--- src/pi1_pkg.sv ---
// ----------------------------------------------------------------------
// Peripheral bus definitions: widths, opcode encoding, the master's
// request and response, and the per-slot request and response structs
// ----------------------------------------------------------------------
`default_nettype none

package pi1_pkg;

	localparam int ARCH_W    = 32;
	localparam int ADDR_W    = 30;
	localparam int SEL_W     = ARCH_W / 8;
	localparam int REG_IDX_W = 4;

	// Value 3 is reserved
	typedef enum logic [1:0] {
		OP_NONE  = 2'b00,
		OP_WRITE = 2'b01,
		OP_READ  = 2'b10
	} pi1_op_e;

	// Held by the master until rdy is seen
	typedef struct packed {
		pi1_op_e             op;
		logic [ADDR_W-1:0]   addr;
		logic [ARCH_W-1:0]   data;
		logic [SEL_W-1:0]    sel;
	} pi1_req_t;

	typedef struct packed {
		logic                rdy;
		logic [ARCH_W-1:0]   data;
	} pi1_rsp_t;

	// One-cycle request to a single device
	typedef struct packed {
		logic                 valid;
		logic                 we;
		logic [REG_IDX_W-1:0] idx;
		logic [ARCH_W-1:0]    data;
		logic [SEL_W-1:0]     sel;
	} slot_req_t;

	typedef struct packed {
		logic                valid;
		logic [ARCH_W-1:0]   data;
	} slot_rsp_t;

endpackage

`default_nettype wire

--- src/soc_map_pkg.sv ---
// ----------------------------------------------------------------------
// Peripheral address map: slot numbering and size, device ids,
// GPIO bank limits and register indexes of each device
// ----------------------------------------------------------------------
`default_nettype none

package soc_map_pkg;

	// Words per slot; slot number is the word address divided by this
	localparam int SLOT_WORDS = 16;

	// Bank k sits at SLOT_GPIO0 + k
	typedef enum logic [2:0] {
		SLOT_DEVTBL  = 3'd0,
		SLOT_INTCTRL = 3'd1,
		SLOT_GPIO0   = 3'd2
	} slot_e;

	localparam int GPIO_WIDTH     = 8;
	localparam int MAX_GPIO_BANKS = 4;

	localparam logic [7:0] DEVID_NONE    = 8'd0;
	localparam logic [7:0] DEVID_INTCTRL = 8'd3;
	localparam logic [7:0] DEVID_GPIO    = 8'd6;
	localparam logic [7:0] DEVID_DEVTBL  = 8'd7;

	localparam logic [3:0] DEVTBL_REG_COUNT = 4'd0;
	localparam logic [3:0] DEVTBL_REG_SWRST = 4'd15;

	localparam logic [3:0] INTC_REG_PENDING = 4'd0;
	localparam logic [3:0] INTC_REG_MASK    = 4'd1;
	localparam logic [3:0] INTC_REG_LOWEST  = 4'd2;

	localparam logic [3:0] GPIO_REG_OUT   = 4'd0;
	localparam logic [3:0] GPIO_REG_IN    = 4'd1;
	localparam logic [3:0] GPIO_REG_IEN   = 4'd2;
	localparam logic [3:0] GPIO_REG_FLAGS = 4'd3;

endpackage

`default_nettype wire

--- src/pi1_router.sv ---
// ----------------------------------------------------------------------
// Request acceptance, slot decode and dispatch to the devices,
// with a default device that answers unmapped slots with zero
// ----------------------------------------------------------------------
`timescale 1ns/100ps
`default_nettype none

module pi1_router #(
	parameter int unsigned GPIO_BANKS = 2
) (
	input  wire                                  clk_2x_w,
	input  wire                                  rst_p,
	input  wire pi1_pkg::pi1_req_t               req_i,
	input  wire                                  rdy_i,
	output pi1_pkg::slot_req_t                   devtbl_req_o,
	output pi1_pkg::slot_req_t                   intc_req_o,
	output pi1_pkg::slot_req_t [GPIO_BANKS-1:0]  gpio_req_o,
	output pi1_pkg::slot_rsp_t                   inv_rsp_o
);
	import pi1_pkg::*;
	import soc_map_pkg::*;

	localparam int IDX_BITS   = $clog2(SLOT_WORDS);
	localparam int SLOT_NUM_W = ADDR_W - IDX_BITS;

	logic [SLOT_NUM_W-1:0] slot_num;
	logic                  accept;
	logic                  hit_devtbl;
	logic                  hit_intc;
	logic [GPIO_BANKS-1:0] hit_gpio;

	logic                  busy_q;
	logic                  devtbl_vld_q;
	logic                  intc_vld_q;
	logic [GPIO_BANKS-1:0] gpio_vld_q;
	logic                  inv_pend_q;
	logic                  inv_vld_q;

	// Payload of the accepted request
	logic                  we_q;
	logic [REG_IDX_W-1:0]  idx_q;
	logic [ARCH_W-1:0]     data_q;
	logic [SEL_W-1:0]      sel_q;

	assign slot_num = req_i.addr[ADDR_W-1:IDX_BITS];

	// rdy_i high means the master is still looking at the old request
	assign accept = !busy_q && !rdy_i && (req_i.op != OP_NONE);

	always_comb begin
		hit_devtbl = (slot_num == SLOT_NUM_W'(SLOT_DEVTBL));
		hit_intc = (slot_num == SLOT_NUM_W'(SLOT_INTCTRL));
		for (int k = 0; k < GPIO_BANKS; k++) begin
			hit_gpio[k] = (slot_num == SLOT_NUM_W'(SLOT_GPIO0) + SLOT_NUM_W'(k));
		end
	end

	always_ff @(posedge clk_2x_w) begin
		if (rst_p) begin
			busy_q <= 1'b0;
			devtbl_vld_q <= 1'b0;
			intc_vld_q <= 1'b0;
			gpio_vld_q <= '0;
			inv_pend_q <= 1'b0;
			inv_vld_q <= 1'b0;
		end else begin
			if (accept) begin
				busy_q <= 1'b1;
			end else if (rdy_i) begin
				busy_q <= 1'b0;
			end
			devtbl_vld_q <= accept && hit_devtbl;
			intc_vld_q <= accept && hit_intc;
			gpio_vld_q <= accept ? hit_gpio : '0;
			inv_pend_q <= accept && !(hit_devtbl || hit_intc || (|hit_gpio));
			// Default device takes one cycle like a real one
			inv_vld_q <= inv_pend_q;
		end
	end

	always_ff @(posedge clk_2x_w) begin
		if (accept) begin
			we_q <= (req_i.op == OP_WRITE);
			idx_q <= req_i.addr[REG_IDX_W-1:0];
			data_q <= req_i.data;
			sel_q <= req_i.sel;
		end
	end

	always_comb begin
		devtbl_req_o = '{valid: devtbl_vld_q, we: we_q, idx: idx_q, data: data_q, sel: sel_q};
		intc_req_o = '{valid: intc_vld_q, we: we_q, idx: idx_q, data: data_q, sel: sel_q};
		for (int k = 0; k < GPIO_BANKS; k++) begin
			gpio_req_o[k] = '{valid: gpio_vld_q[k], we: we_q, idx: idx_q,
				data: data_q, sel: sel_q};
		end
		inv_rsp_o = '{valid: inv_vld_q, data: '0};
	end

	// Nothing new is taken while a request is in flight, and its
	// ready comes back from the collector three edges after acceptance
	assert property (@(posedge clk_2x_w) disable iff (rst_p)
		accept |=> !accept ##1 !accept ##1 (rdy_i && !accept));

endmodule

`default_nettype wire

--- src/gpio_bank.sv ---
// ----------------------------------------------------------------------
// One GPIO bank: output and enable registers, two-stage input
// synchronizer, change flags with write-1-to-clear and interrupt
// ----------------------------------------------------------------------
`timescale 1ns/100ps
`default_nettype none

module gpio_bank (
	input  wire                                 clk_2x_w,
	input  wire                                 rst_p,
	input  wire                                 periph_rst_i,
	input  wire pi1_pkg::slot_req_t             req_i,
	output pi1_pkg::slot_rsp_t                  rsp_o,
	input  wire [soc_map_pkg::GPIO_WIDTH-1:0]   gp_i,
	output logic [soc_map_pkg::GPIO_WIDTH-1:0]  gp_o,
	output logic                                irq_o
);
	import pi1_pkg::*;
	import soc_map_pkg::*;

	logic                  clr;
	logic [ARCH_W-1:0]     wmask;
	logic [GPIO_WIDTH-1:0] wbits;
	logic [GPIO_WIDTH-1:0] wdata;
	logic                  wr_out;
	logic                  wr_ien;
	logic                  wr_flags;
	logic [GPIO_WIDTH-1:0] chg;
	logic [ARCH_W-1:0]     rdata;

	logic [GPIO_WIDTH-1:0] out_q;
	logic [GPIO_WIDTH-1:0] ien_q;
	logic [GPIO_WIDTH-1:0] flags_q;
	logic [GPIO_WIDTH-1:0] sync1_q;
	logic [GPIO_WIDTH-1:0] in_q;
	logic [GPIO_WIDTH-1:0] prev_q;
	logic                  irq_q;
	logic                  vld_q;
	logic [ARCH_W-1:0]     data_q;

	assign clr = rst_p | periph_rst_i;

	always_comb begin
		for (int b = 0; b < SEL_W; b++) begin
			wmask[b*8 +: 8] = {8{req_i.sel[b]}};
		end
	end

	assign wbits = wmask[GPIO_WIDTH-1:0];
	assign wdata = req_i.data[GPIO_WIDTH-1:0];
	assign wr_out = req_i.valid && req_i.we && (req_i.idx == GPIO_REG_OUT);
	assign wr_ien = req_i.valid && req_i.we && (req_i.idx == GPIO_REG_IEN);
	assign wr_flags = req_i.valid && req_i.we && (req_i.idx == GPIO_REG_FLAGS);

	// Only enabled pins raise a flag
	assign chg = (in_q ^ prev_q) & ien_q;

	always_comb begin
		rdata = '0;
		case (req_i.idx)
			GPIO_REG_OUT:   rdata[GPIO_WIDTH-1:0] = out_q;
			GPIO_REG_IN:    rdata[GPIO_WIDTH-1:0] = in_q;
			GPIO_REG_IEN:   rdata[GPIO_WIDTH-1:0] = ien_q;
			GPIO_REG_FLAGS: rdata[GPIO_WIDTH-1:0] = flags_q;
			default:        rdata = '0;
		endcase
	end

	always_ff @(posedge clk_2x_w) begin
		if (rst_p) begin
			sync1_q <= '0;
			in_q <= '0;
			prev_q <= '0;
		end else begin
			sync1_q <= gp_i;
			in_q <= sync1_q;
			prev_q <= in_q;
		end
	end

	always_ff @(posedge clk_2x_w) begin
		if (clr) begin
			out_q <= '0;
			ien_q <= '0;
			flags_q <= '0;
			irq_q <= 1'b0;
			vld_q <= 1'b0;
		end else begin
			if (wr_out) begin
				out_q <= (out_q & ~wbits) | (wdata & wbits);
			end
			if (wr_ien) begin
				ien_q <= (ien_q & ~wbits) | (wdata & wbits);
			end
			// A new change wins over a clear in the same cycle
			flags_q <= (flags_q & ~(wr_flags ? (wdata & wbits) : '0)) | chg;
			irq_q <= |flags_q;
			vld_q <= req_i.valid;
		end
	end

	always_ff @(posedge clk_2x_w) begin
		if (req_i.valid) begin
			data_q <= req_i.we ? '0 : rdata;
		end
	end

	assign rsp_o = '{valid: vld_q, data: data_q};
	assign gp_o = out_q;
	assign irq_o = irq_q;

endmodule

`default_nettype wire

--- src/devtbl.sv ---
// ----------------------------------------------------------------------
// Read-only device table with slot count and per-slot entries,
// plus the software peripheral reset pulse
// ----------------------------------------------------------------------
`timescale 1ns/100ps
`default_nettype none

module devtbl #(
	parameter int unsigned GPIO_BANKS = 2
) (
	input  wire                       clk_2x_w,
	input  wire                       rst_p,
	input  wire pi1_pkg::slot_req_t   req_i,
	output pi1_pkg::slot_rsp_t        rsp_o,
	output logic                      periph_rst_o
);
	import pi1_pkg::*;
	import soc_map_pkg::*;

	// Entry layout: id in 7:0, useintr in bit 8
	function automatic logic [ARCH_W-1:0] slot_entry(input logic [REG_IDX_W-1:0] slot);
		logic [7:0] id;
		logic       useintr;
		id = DEVID_NONE;
		useintr = 1'b0;
		if (slot == REG_IDX_W'(SLOT_DEVTBL)) begin
			id = DEVID_DEVTBL;
		end else if (slot == REG_IDX_W'(SLOT_INTCTRL)) begin
			id = DEVID_INTCTRL;
		end else if (slot >= REG_IDX_W'(SLOT_GPIO0) &&
			slot < REG_IDX_W'(SLOT_GPIO0) + REG_IDX_W'(GPIO_BANKS)) begin
			id = DEVID_GPIO;
			useintr = 1'b1;
		end
		return {{(ARCH_W-9){1'b0}}, useintr, id};
	endfunction

	logic [ARCH_W-1:0] rdata;
	logic              swrst;
	logic              vld_q;
	logic [ARCH_W-1:0] data_q;

	always_comb begin
		if (req_i.idx == DEVTBL_REG_COUNT) begin
			rdata = ARCH_W'(SLOT_GPIO0) + ARCH_W'(GPIO_BANKS);
		end else if (req_i.idx == DEVTBL_REG_SWRST) begin
			rdata = '0;
		end else begin
			rdata = slot_entry(req_i.idx - REG_IDX_W'(1));
		end
	end

	assign swrst = req_i.valid && req_i.we && (req_i.idx == DEVTBL_REG_SWRST) && req_i.data[0];

	always_ff @(posedge clk_2x_w) begin
		if (rst_p) begin
			vld_q <= 1'b0;
			periph_rst_o <= 1'b0;
		end else begin
			vld_q <= req_i.valid;
			// Pulse lines up with this write's response
			periph_rst_o <= swrst;
		end
	end

	always_ff @(posedge clk_2x_w) begin
		if (req_i.valid) begin
			data_q <= req_i.we ? '0 : rdata;
		end
	end

	assign rsp_o = '{valid: vld_q, data: data_q};

endmodule

`default_nettype wire

--- src/intctrl.sv ---
// ----------------------------------------------------------------------
// Interrupt controller: registered bank lines, mask register,
// lowest pending unmasked source and the request line
// ----------------------------------------------------------------------
`timescale 1ns/100ps
`default_nettype none

module intctrl #(
	parameter int unsigned GPIO_BANKS = 2
) (
	input  wire                       clk_2x_w,
	input  wire                       rst_p,
	input  wire                       periph_rst_i,
	input  wire pi1_pkg::slot_req_t   req_i,
	output pi1_pkg::slot_rsp_t        rsp_o,
	input  wire [GPIO_BANKS-1:0]      bank_irq_i,
	output logic                      irq_o
);
	import pi1_pkg::*;
	import soc_map_pkg::*;

	logic                  clr;
	logic                  wr_mask;
	logic [GPIO_BANKS-1:0] active;
	logic [ARCH_W-1:0]     lowest;
	logic [ARCH_W-1:0]     rdata;

	logic [GPIO_BANKS-1:0] pend_q;
	logic [GPIO_BANKS-1:0] mask_q;
	logic                  vld_q;
	logic [ARCH_W-1:0]     data_q;

	assign clr = rst_p | periph_rst_i;
	assign active = pend_q & mask_q;
	assign wr_mask = req_i.valid && req_i.we && (req_i.idx == INTC_REG_MASK) && req_i.sel[0];

	// All ones when nothing is pending
	always_comb begin
		lowest = '1;
		for (int k = GPIO_BANKS - 1; k >= 0; k--) begin
			if (active[k]) begin
				lowest = ARCH_W'(k);
			end
		end
	end

	always_comb begin
		rdata = '0;
		case (req_i.idx)
			INTC_REG_PENDING: rdata[GPIO_BANKS-1:0] = pend_q;
			INTC_REG_MASK:    rdata[GPIO_BANKS-1:0] = mask_q;
			INTC_REG_LOWEST:  rdata = lowest;
			default:          rdata = '0;
		endcase
	end

	always_ff @(posedge clk_2x_w) begin
		if (clr) begin
			pend_q <= '0;
			mask_q <= '0;
			vld_q <= 1'b0;
		end else begin
			pend_q <= bank_irq_i;
			if (wr_mask) begin
				mask_q <= req_i.data[GPIO_BANKS-1:0];
			end
			vld_q <= req_i.valid;
		end
	end

	always_ff @(posedge clk_2x_w) begin
		if (req_i.valid) begin
			data_q <= req_i.we ? '0 : rdata;
		end
	end

	assign rsp_o = '{valid: vld_q, data: data_q};
	assign irq_o = |active;

endmodule

`default_nettype wire

--- src/pi1_collector.sv ---
// ----------------------------------------------------------------------
// Merges the device responses into the master's ready and read data
// ----------------------------------------------------------------------
`timescale 1ns/100ps
`default_nettype none

module pi1_collector #(
	parameter int unsigned GPIO_BANKS = 2
) (
	input  wire                                       clk_2x_w,
	input  wire                                       rst_p,
	input  wire pi1_pkg::slot_rsp_t                   devtbl_rsp_i,
	input  wire pi1_pkg::slot_rsp_t                   intc_rsp_i,
	input  wire pi1_pkg::slot_rsp_t [GPIO_BANKS-1:0]  gpio_rsp_i,
	input  wire pi1_pkg::slot_rsp_t                   inv_rsp_i,
	output pi1_pkg::pi1_rsp_t                         rsp_o
);
	import pi1_pkg::*;

	logic [GPIO_BANKS-1:0] gpio_vld;
	logic                  any_vld;
	logic [ARCH_W-1:0]     any_data;
	logic                  rdy_q;
	logic [ARCH_W-1:0]     data_q;

	always_comb begin
		any_data = (devtbl_rsp_i.valid ? devtbl_rsp_i.data : '0) |
			(intc_rsp_i.valid ? intc_rsp_i.data : '0) |
			(inv_rsp_i.valid ? inv_rsp_i.data : '0);
		for (int k = 0; k < GPIO_BANKS; k++) begin
			gpio_vld[k] = gpio_rsp_i[k].valid;
			any_data = any_data | (gpio_rsp_i[k].valid ? gpio_rsp_i[k].data : '0);
		end
		any_vld = devtbl_rsp_i.valid | intc_rsp_i.valid | inv_rsp_i.valid | (|gpio_vld);
	end

	always_ff @(posedge clk_2x_w) begin
		if (rst_p) begin
			rdy_q <= 1'b0;
		end else begin
			rdy_q <= any_vld;
		end
	end

	always_ff @(posedge clk_2x_w) begin
		data_q <= any_data;
	end

	assign rsp_o = '{rdy: rdy_q, data: data_q};

	// The router dispatches to a single device per request
	assert property (@(posedge clk_2x_w) disable iff (rst_p)
		$onehot0({devtbl_rsp_i.valid, intc_rsp_i.valid, gpio_vld, inv_rsp_i.valid}));

endmodule

`default_nettype wire

--- src/periph_fabric.sv ---
// ----------------------------------------------------------------------
// Peripheral fabric top: router, device table, interrupt controller,
// row of GPIO banks and response collector
// ----------------------------------------------------------------------
`timescale 1ns/100ps
`default_nettype none

module periph_fabric #(
	parameter int unsigned GPIO_BANKS = 2
) (
	input  wire                                          clk_2x_w,
	input  wire                                          rst_p,
	input  wire pi1_pkg::pi1_req_t                       req_i,
	output pi1_pkg::pi1_rsp_t                            rsp_o,
	input  wire [GPIO_BANKS*soc_map_pkg::GPIO_WIDTH-1:0] gp_i,
	output wire [GPIO_BANKS*soc_map_pkg::GPIO_WIDTH-1:0] gp_o,
	output wire                                          irq_o
);
	import pi1_pkg::*;
	import soc_map_pkg::*;

	wire slot_req_t                  devtbl_req;
	wire slot_req_t                  intc_req;
	wire slot_req_t [GPIO_BANKS-1:0] gpio_req;
	wire slot_rsp_t                  devtbl_rsp;
	wire slot_rsp_t                  intc_rsp;
	wire slot_rsp_t [GPIO_BANKS-1:0] gpio_rsp;
	wire slot_rsp_t                  inv_rsp;
	wire [GPIO_BANKS-1:0]            bank_irq;
	wire                             periph_rst;

	pi1_router #(.GPIO_BANKS(GPIO_BANKS)) u_router (
		.clk_2x_w     (clk_2x_w),
		.rst_p        (rst_p),
		.req_i        (req_i),
		.rdy_i        (rsp_o.rdy),
		.devtbl_req_o (devtbl_req),
		.intc_req_o   (intc_req),
		.gpio_req_o   (gpio_req),
		.inv_rsp_o    (inv_rsp)
	);

	devtbl #(.GPIO_BANKS(GPIO_BANKS)) u_devtbl (
		.clk_2x_w     (clk_2x_w),
		.rst_p        (rst_p),
		.req_i        (devtbl_req),
		.rsp_o        (devtbl_rsp),
		.periph_rst_o (periph_rst)
	);

	intctrl #(.GPIO_BANKS(GPIO_BANKS)) u_intctrl (
		.clk_2x_w     (clk_2x_w),
		.rst_p        (rst_p),
		.periph_rst_i (periph_rst),
		.req_i        (intc_req),
		.rsp_o        (intc_rsp),
		.bank_irq_i   (bank_irq),
		.irq_o        (irq_o)
	);

	for (genvar k = 0; k < GPIO_BANKS; k++) begin : g_bank
		gpio_bank u_bank (
			.clk_2x_w     (clk_2x_w),
			.rst_p        (rst_p),
			.periph_rst_i (periph_rst),
			.req_i        (gpio_req[k]),
			.rsp_o        (gpio_rsp[k]),
			.gp_i         (gp_i[k*GPIO_WIDTH +: GPIO_WIDTH]),
			.gp_o         (gp_o[k*GPIO_WIDTH +: GPIO_WIDTH]),
			.irq_o        (bank_irq[k])
		);
	end

	pi1_collector #(.GPIO_BANKS(GPIO_BANKS)) u_collector (
		.clk_2x_w     (clk_2x_w),
		.rst_p        (rst_p),
		.devtbl_rsp_i (devtbl_rsp),
		.intc_rsp_i   (intc_rsp),
		.gpio_rsp_i   (gpio_rsp),
		.inv_rsp_i    (inv_rsp),
		.rsp_o        (rsp_o)
	);

endmodule

`default_nettype wire

--- config.mk ---
export PLATFORM = sky130hd
export DESIGN_NAME = periph_fabric
export DESIGN_NICKNAME = d
export VERILOG_FILES = /design/src/pi1_pkg.sv /design/src/soc_map_pkg.sv /design/src/pi1_router.sv /design/src/gpio_bank.sv /design/src/devtbl.sv /design/src/intctrl.sv /design/src/pi1_collector.sv /design/src/periph_fabric.sv
export SDC_FILE = /design/constraint.sdc
export NUM_CORES = 1
export LEC_CHECK = 0
export BUFFER_PORTS_ARGS = -buffer_cell sky130_fd_sc_hd__buf_4
export CAP_MARGIN = 5
export CORE_MARGIN = 4
export CORE_UTILIZATION = 38
export DETAILED_ROUTE_END_ITERATION = 10
export SLEW_MARGIN = 20
export SYNTH_ARGS = -nofsm -noshare
export SYNTH_HDL_FRONTEND = slang
export SYNTH_SLANG_ARGS = --single-unit
--- constraint.sdc ---
create_clock -name clk_2x_w -period 2.2 [get_ports clk_2x_w]
set_input_delay 0.44 -clock clk_2x_w [delete_from_list [all_inputs] [get_ports clk_2x_w]]
set_output_delay 0.44 -clock clk_2x_w [all_outputs]
set_load 0.005 [all_outputs]
## Word level (Yosys, flattened, before mapping)

Index checks and enable logic that the tools add are counted.

| storage, ports and cells | value |
|---|---|
| flip-flop bits (word level) | 289 |
| bits in latches | 0 |
| bits in writable memories | 0 |
| memory bits (read-only) | 0 |
| output and inout port bits | 50 |
| memories kept | 0 |

| operators by class | value |
|---|---|
| add/sub/neg operators | 1 |
| multiply operators | 0 |
| divide/modulo/power cells | 0 |
| magnitude comparators | 2 |
| equal/unequal tests | 9 |
| shift operators | 0 |
| multiplexer cells | 19 |
| bitwise gates (word level) | 30 |
| reduce and logical (&&, ||, !) cells | 40 |

Operator list:

| cell | count |
|---|---|
| $mux 32 | 5 |
| $or 32x32->32 | 3 |
| $and 8x8->8 | 9 |
| $pmux 8 s4 | 2 |
| $eq 26x2->1 const B | 2 |
| $or 8x8->8 | 6 |
| $eq 26x1->1 const B | 1 |
| $logic_not 26->1 | 1 |
| $not 8->8 | 3 |
| $logic_and 1x1->1 | 20 |
| $mux 8 | 2 |
| $reduce_or 8->1 | 2 |
| $xor 8x8->8 | 2 |
| $mux 3 | 5 |
| $reduce_or 2->1 | 5 |
| $eq 4x1->1 const B | 2 |
| $eq 4x2->1 const B | 2 |
| $logic_not 4->1 | 2 |
| $pmux 2 s3 | 1 |
| $reduce_or 3->1 | 2 |
| $reduce_or 5->1 | 1 |
| $eq 4x4->1 const B | 1 |
| $ge 4x2->1 const B | 1 |
| $lt 4x3->1 const B | 1 |
| 10 further kinds | 20 |

## Logic depth before layout (Yosys ltp)

| depth | value |
|---|---|
| depth in word-level cells | 8 |
| mapped depth | 6 |

## Cells and area by module

A second synthesis with hierarchy kept.

| unflattened totals | value |
|---|---|
| cell total of the unflattened synthesis | 1,034 |
| area total of the unflattened synthesis | 10,447.5 um^2 |

By module, submodules not included:

| module | instances | cells each | area an instance (um^2) | seq. area each (um^2) |
|---|---|---|---|---|
| gpio_bank | 2 | 260 | 2,514.9 | 1,241.2 |
| pi1_router | 1 | 232 | 2,728.9 | 1,371.3 |
| pi1_collector | 1 | 153 | 1,520.2 | 660.6 |
| intctrl | 1 | 64 | 596.8 | 190.2 |
| devtbl | 1 | 65 | 571.8 | 160.2 |

## Worst setup path after synthesis

OpenSTA, ideal clock, no wires.

| path | value |
|---|---|
| kind | register to register |
| start | register u_router.idx_q[0] |
| end | register (tool-made name) |
| library setup time | 0.132 ns |
| data arrival time | 1.597 ns |
| slack | 0.471 ns |
| cell stages (with the launch flop) | 7 |
| clock period less this slack | 1.729 ns |
| cells stage by stage | edfxtp_1 inv_1 ha_1 or3b_1 clkbuf_1 o21ai_0 a21oi_1 |

RTL lines:

| what | RTL line | text |
|---|---|---|
| start: declaration | pi1_router.sv:41 | `logic [REG_IDX_W-1:0] idx_q;` |
| start signal: assignment | pi1_router.sv:84 | `idx_q <= req_i.addr[REG_IDX_W-1:0];` |

==> results.md <==
- Status: completed
- Worst Path Required: between 2000 and 3000 ps
- Fmax: between 400 and 500 MHz
- Initial antenna violation count: 0
- Largest area contributor in the netlist: dfxtp_1
- GR Util All Layers: 0.171
- Worst-path maximum fanout: 16
- Crit end category: flop
- DRC: 0
- Setup TNS: 0 ps
- I/O Pins: ~140
- RSZ-0062 raised after global routing: false
- H-tree Lvls: 4
- 1st-pass router iterations: 5
- Commonest cells in the synthesized netlist: dfxtp_1 (125), nand3_1 (56), a21oi_1 (54)
- Fillers: ~1,500
- Slew of the pin with the lowest slew margin: around 650 ps
- Area of the mapped netlist: 6300 µm²
- Grt total ovfl: 0
- Clk_lat worst skew: about 420 ps
- Post-synth ARST share: 0
- Post-route ant nets: 0
- Die ar.: 18,700 µm²
- Average routed wire per standard cell: 16.7 µm
- Count leader, synth: dfxtp_1
- Areal power density over the cells: 823 nW/µm²
- Share of layout cells above drive strength 1: 0.228
- Layout Skew: around 8.2 ps
- Peak supply drop: roughly 510 µV
- CP Class: reg2reg
- Startpoint types: flop
- Final period util: 0.937
- Final setup fails: 0
- Initial Util: 0.392
- Post-CTS setup buffers: 0
- Post-synthesis cell count: 617
- EDFF count, synth: 37
- Vias in the first global route: around 4,800
- Final instance area: between 7000 and 8000 µm²
- Synth Net Count: about 700
- Fin. Hold Viols: 0
- Clk buf depth: 2
- Total power: roughly 6400 µW
- Yosys warning total: 0
- IO buf count: 108
- Num CTS Buffers: 17
- Hold-fix buffers, CTS: 0
- Vias per cell: ~5.3
- Die Wd: 137 µm
- Vias: slightly below 5,000
- Die H: ~140 µm
- CTS sink cnt: 162
- First-pass GRT wire length: 24,800 µm
- Root Driver: clkbuf_16
- Area Growth Syn to Fin: 23.8%
- Nets: between 700 and 800
- Min Tclk post-route: between 2000 and 2500 ps
- Max-slew headroom: 0.567
- Leak Pwr: between 0.003 and 0.004 µW
- Mapped Avg Cell Area: 10.2 µm²
- Slew Limit Fails: 0
- Synth Register Bits: roughly 160
- CTS tree: built
- Post-synth top area share: 0.397
- Core area: roughly 16,000 µm²
- Top post-synthesis cells by area: dfxtp_1 (40%), edfxtp_1 (18%), nor2b_1 (5.1%)
- Rows: between 40 and 50
- # resized after CTS: 0
- Diode count: 0
- Routed WL: about 16,000 µm
- Prevailing post-synth register cell: dfxtp_1
- Largest net degree at the start of global routing: 36
- Maxcap violations: 0
- Distinct cells, synth: 40
- Clock transition at path regs: about 60 ps
- Hold Crit Class: in2reg
- WP data arrival: 2360 ps
- Sequential share of the synthesized area: 0.573
- Starting DRT DRC Count: between 300 and 400
- Routability cong.: about 0.85
- Post-DP HPWL: roughly 11,000 µm
- Placed cell areas: 7210 µm²
[final cells by class]
cell class / instances / area [µm²] / share of cell area
clock buffer: 22 / 464 / 0.0595
timing repair buffer: 125 / 976 / 0.125
tap: 216 / 270 / 0.0346
sequential: 162 / 3610 / 0.463
multi-input combinational: 387 / 2330 / 0.298
clock inverter: 10 / 133 / 0.0170
inverter: 6 / 22.5 / 0.00289
[metal layers]
metal  vias up  part of all wire  track usage
li1       2356                 -            -
met5         -                 0            0
met2       184              0.49        0.284
met1      2325              0.43        0.224
met4         0             0.012       0.0588
met3        18             0.067       0.0342
[power breakdown]
part	internal (µW)	switching (µW)	leakage, µW
logic	149	166	0.00138
registers	3100	60.5	0.00133
clock network	1840	1110	0.000294
[through the flow]
stage          setup WS (ps)  instances  utilization  hold WS, ps
3_5_place_dp             198        896        0.449          424
4_1_cts                  182        928        0.486          179
3_3_place_gp             249        896        0.449          418
5_1_grt                 26.5        928        0.486          178
6_report                 139        928        0.486          197
2_1_floorplan            471        617            -          406
[path summary, 6_finish.rpt]
check,startpoint,end,slack [ps],cells past startpoint
max,u_router.idx_q[0]$_DFFE_PP_,flop,140,5
min,req_i[38],u_router.idx_q[2]$_DFFE_PP_,200,1
max reg2reg,u_router.idx_q[0]$_DFFE_PP_,flop,140,5
min reg2reg,g_bank[1].u_bank.sync1_q[2]$_SDFF_PP0_,g_bank[1].u_bank.in_q[2]$_SDFF_PP0_,430,1
[cells by family after synthesis]
family | Yosys count | share of synthesized area
simple gates | 208 | 0.185
flops | 162 | 0.573
compound gates | 158 | 0.150
buf+inv | 68 | 0.0588
xor+xnor | 16 | 0.0222
fa+ha+maj | 5 | 0.00993
[worst max-delay path, stage by stage (launching register included)]
cell and delay (ps):
edfxtp_1 450, inv_1 170, ha_1 260, or3b_1 660, o21ai_0 300, a21oi_1 90
[placed cells by master, fill, tap and decap left out, types with 6 or more instances in the layout]
master / instances
xor2_1: 16
and3_1: 18
nor4_1: 14
clkbuf_16: 17
inv_1: 6
buf_4: 122
o21ai_1: 14
o21ai_0: 37
a22oi_1: 38
dfxtp_1: 125
a21oi_1: 54
nor2b_1: 51
nand2_1: 28
nand3_1: 56
nor2_1: 10
and2_1: 6
edfxtp_1: 37
Power figures use the tool's default switching activity.
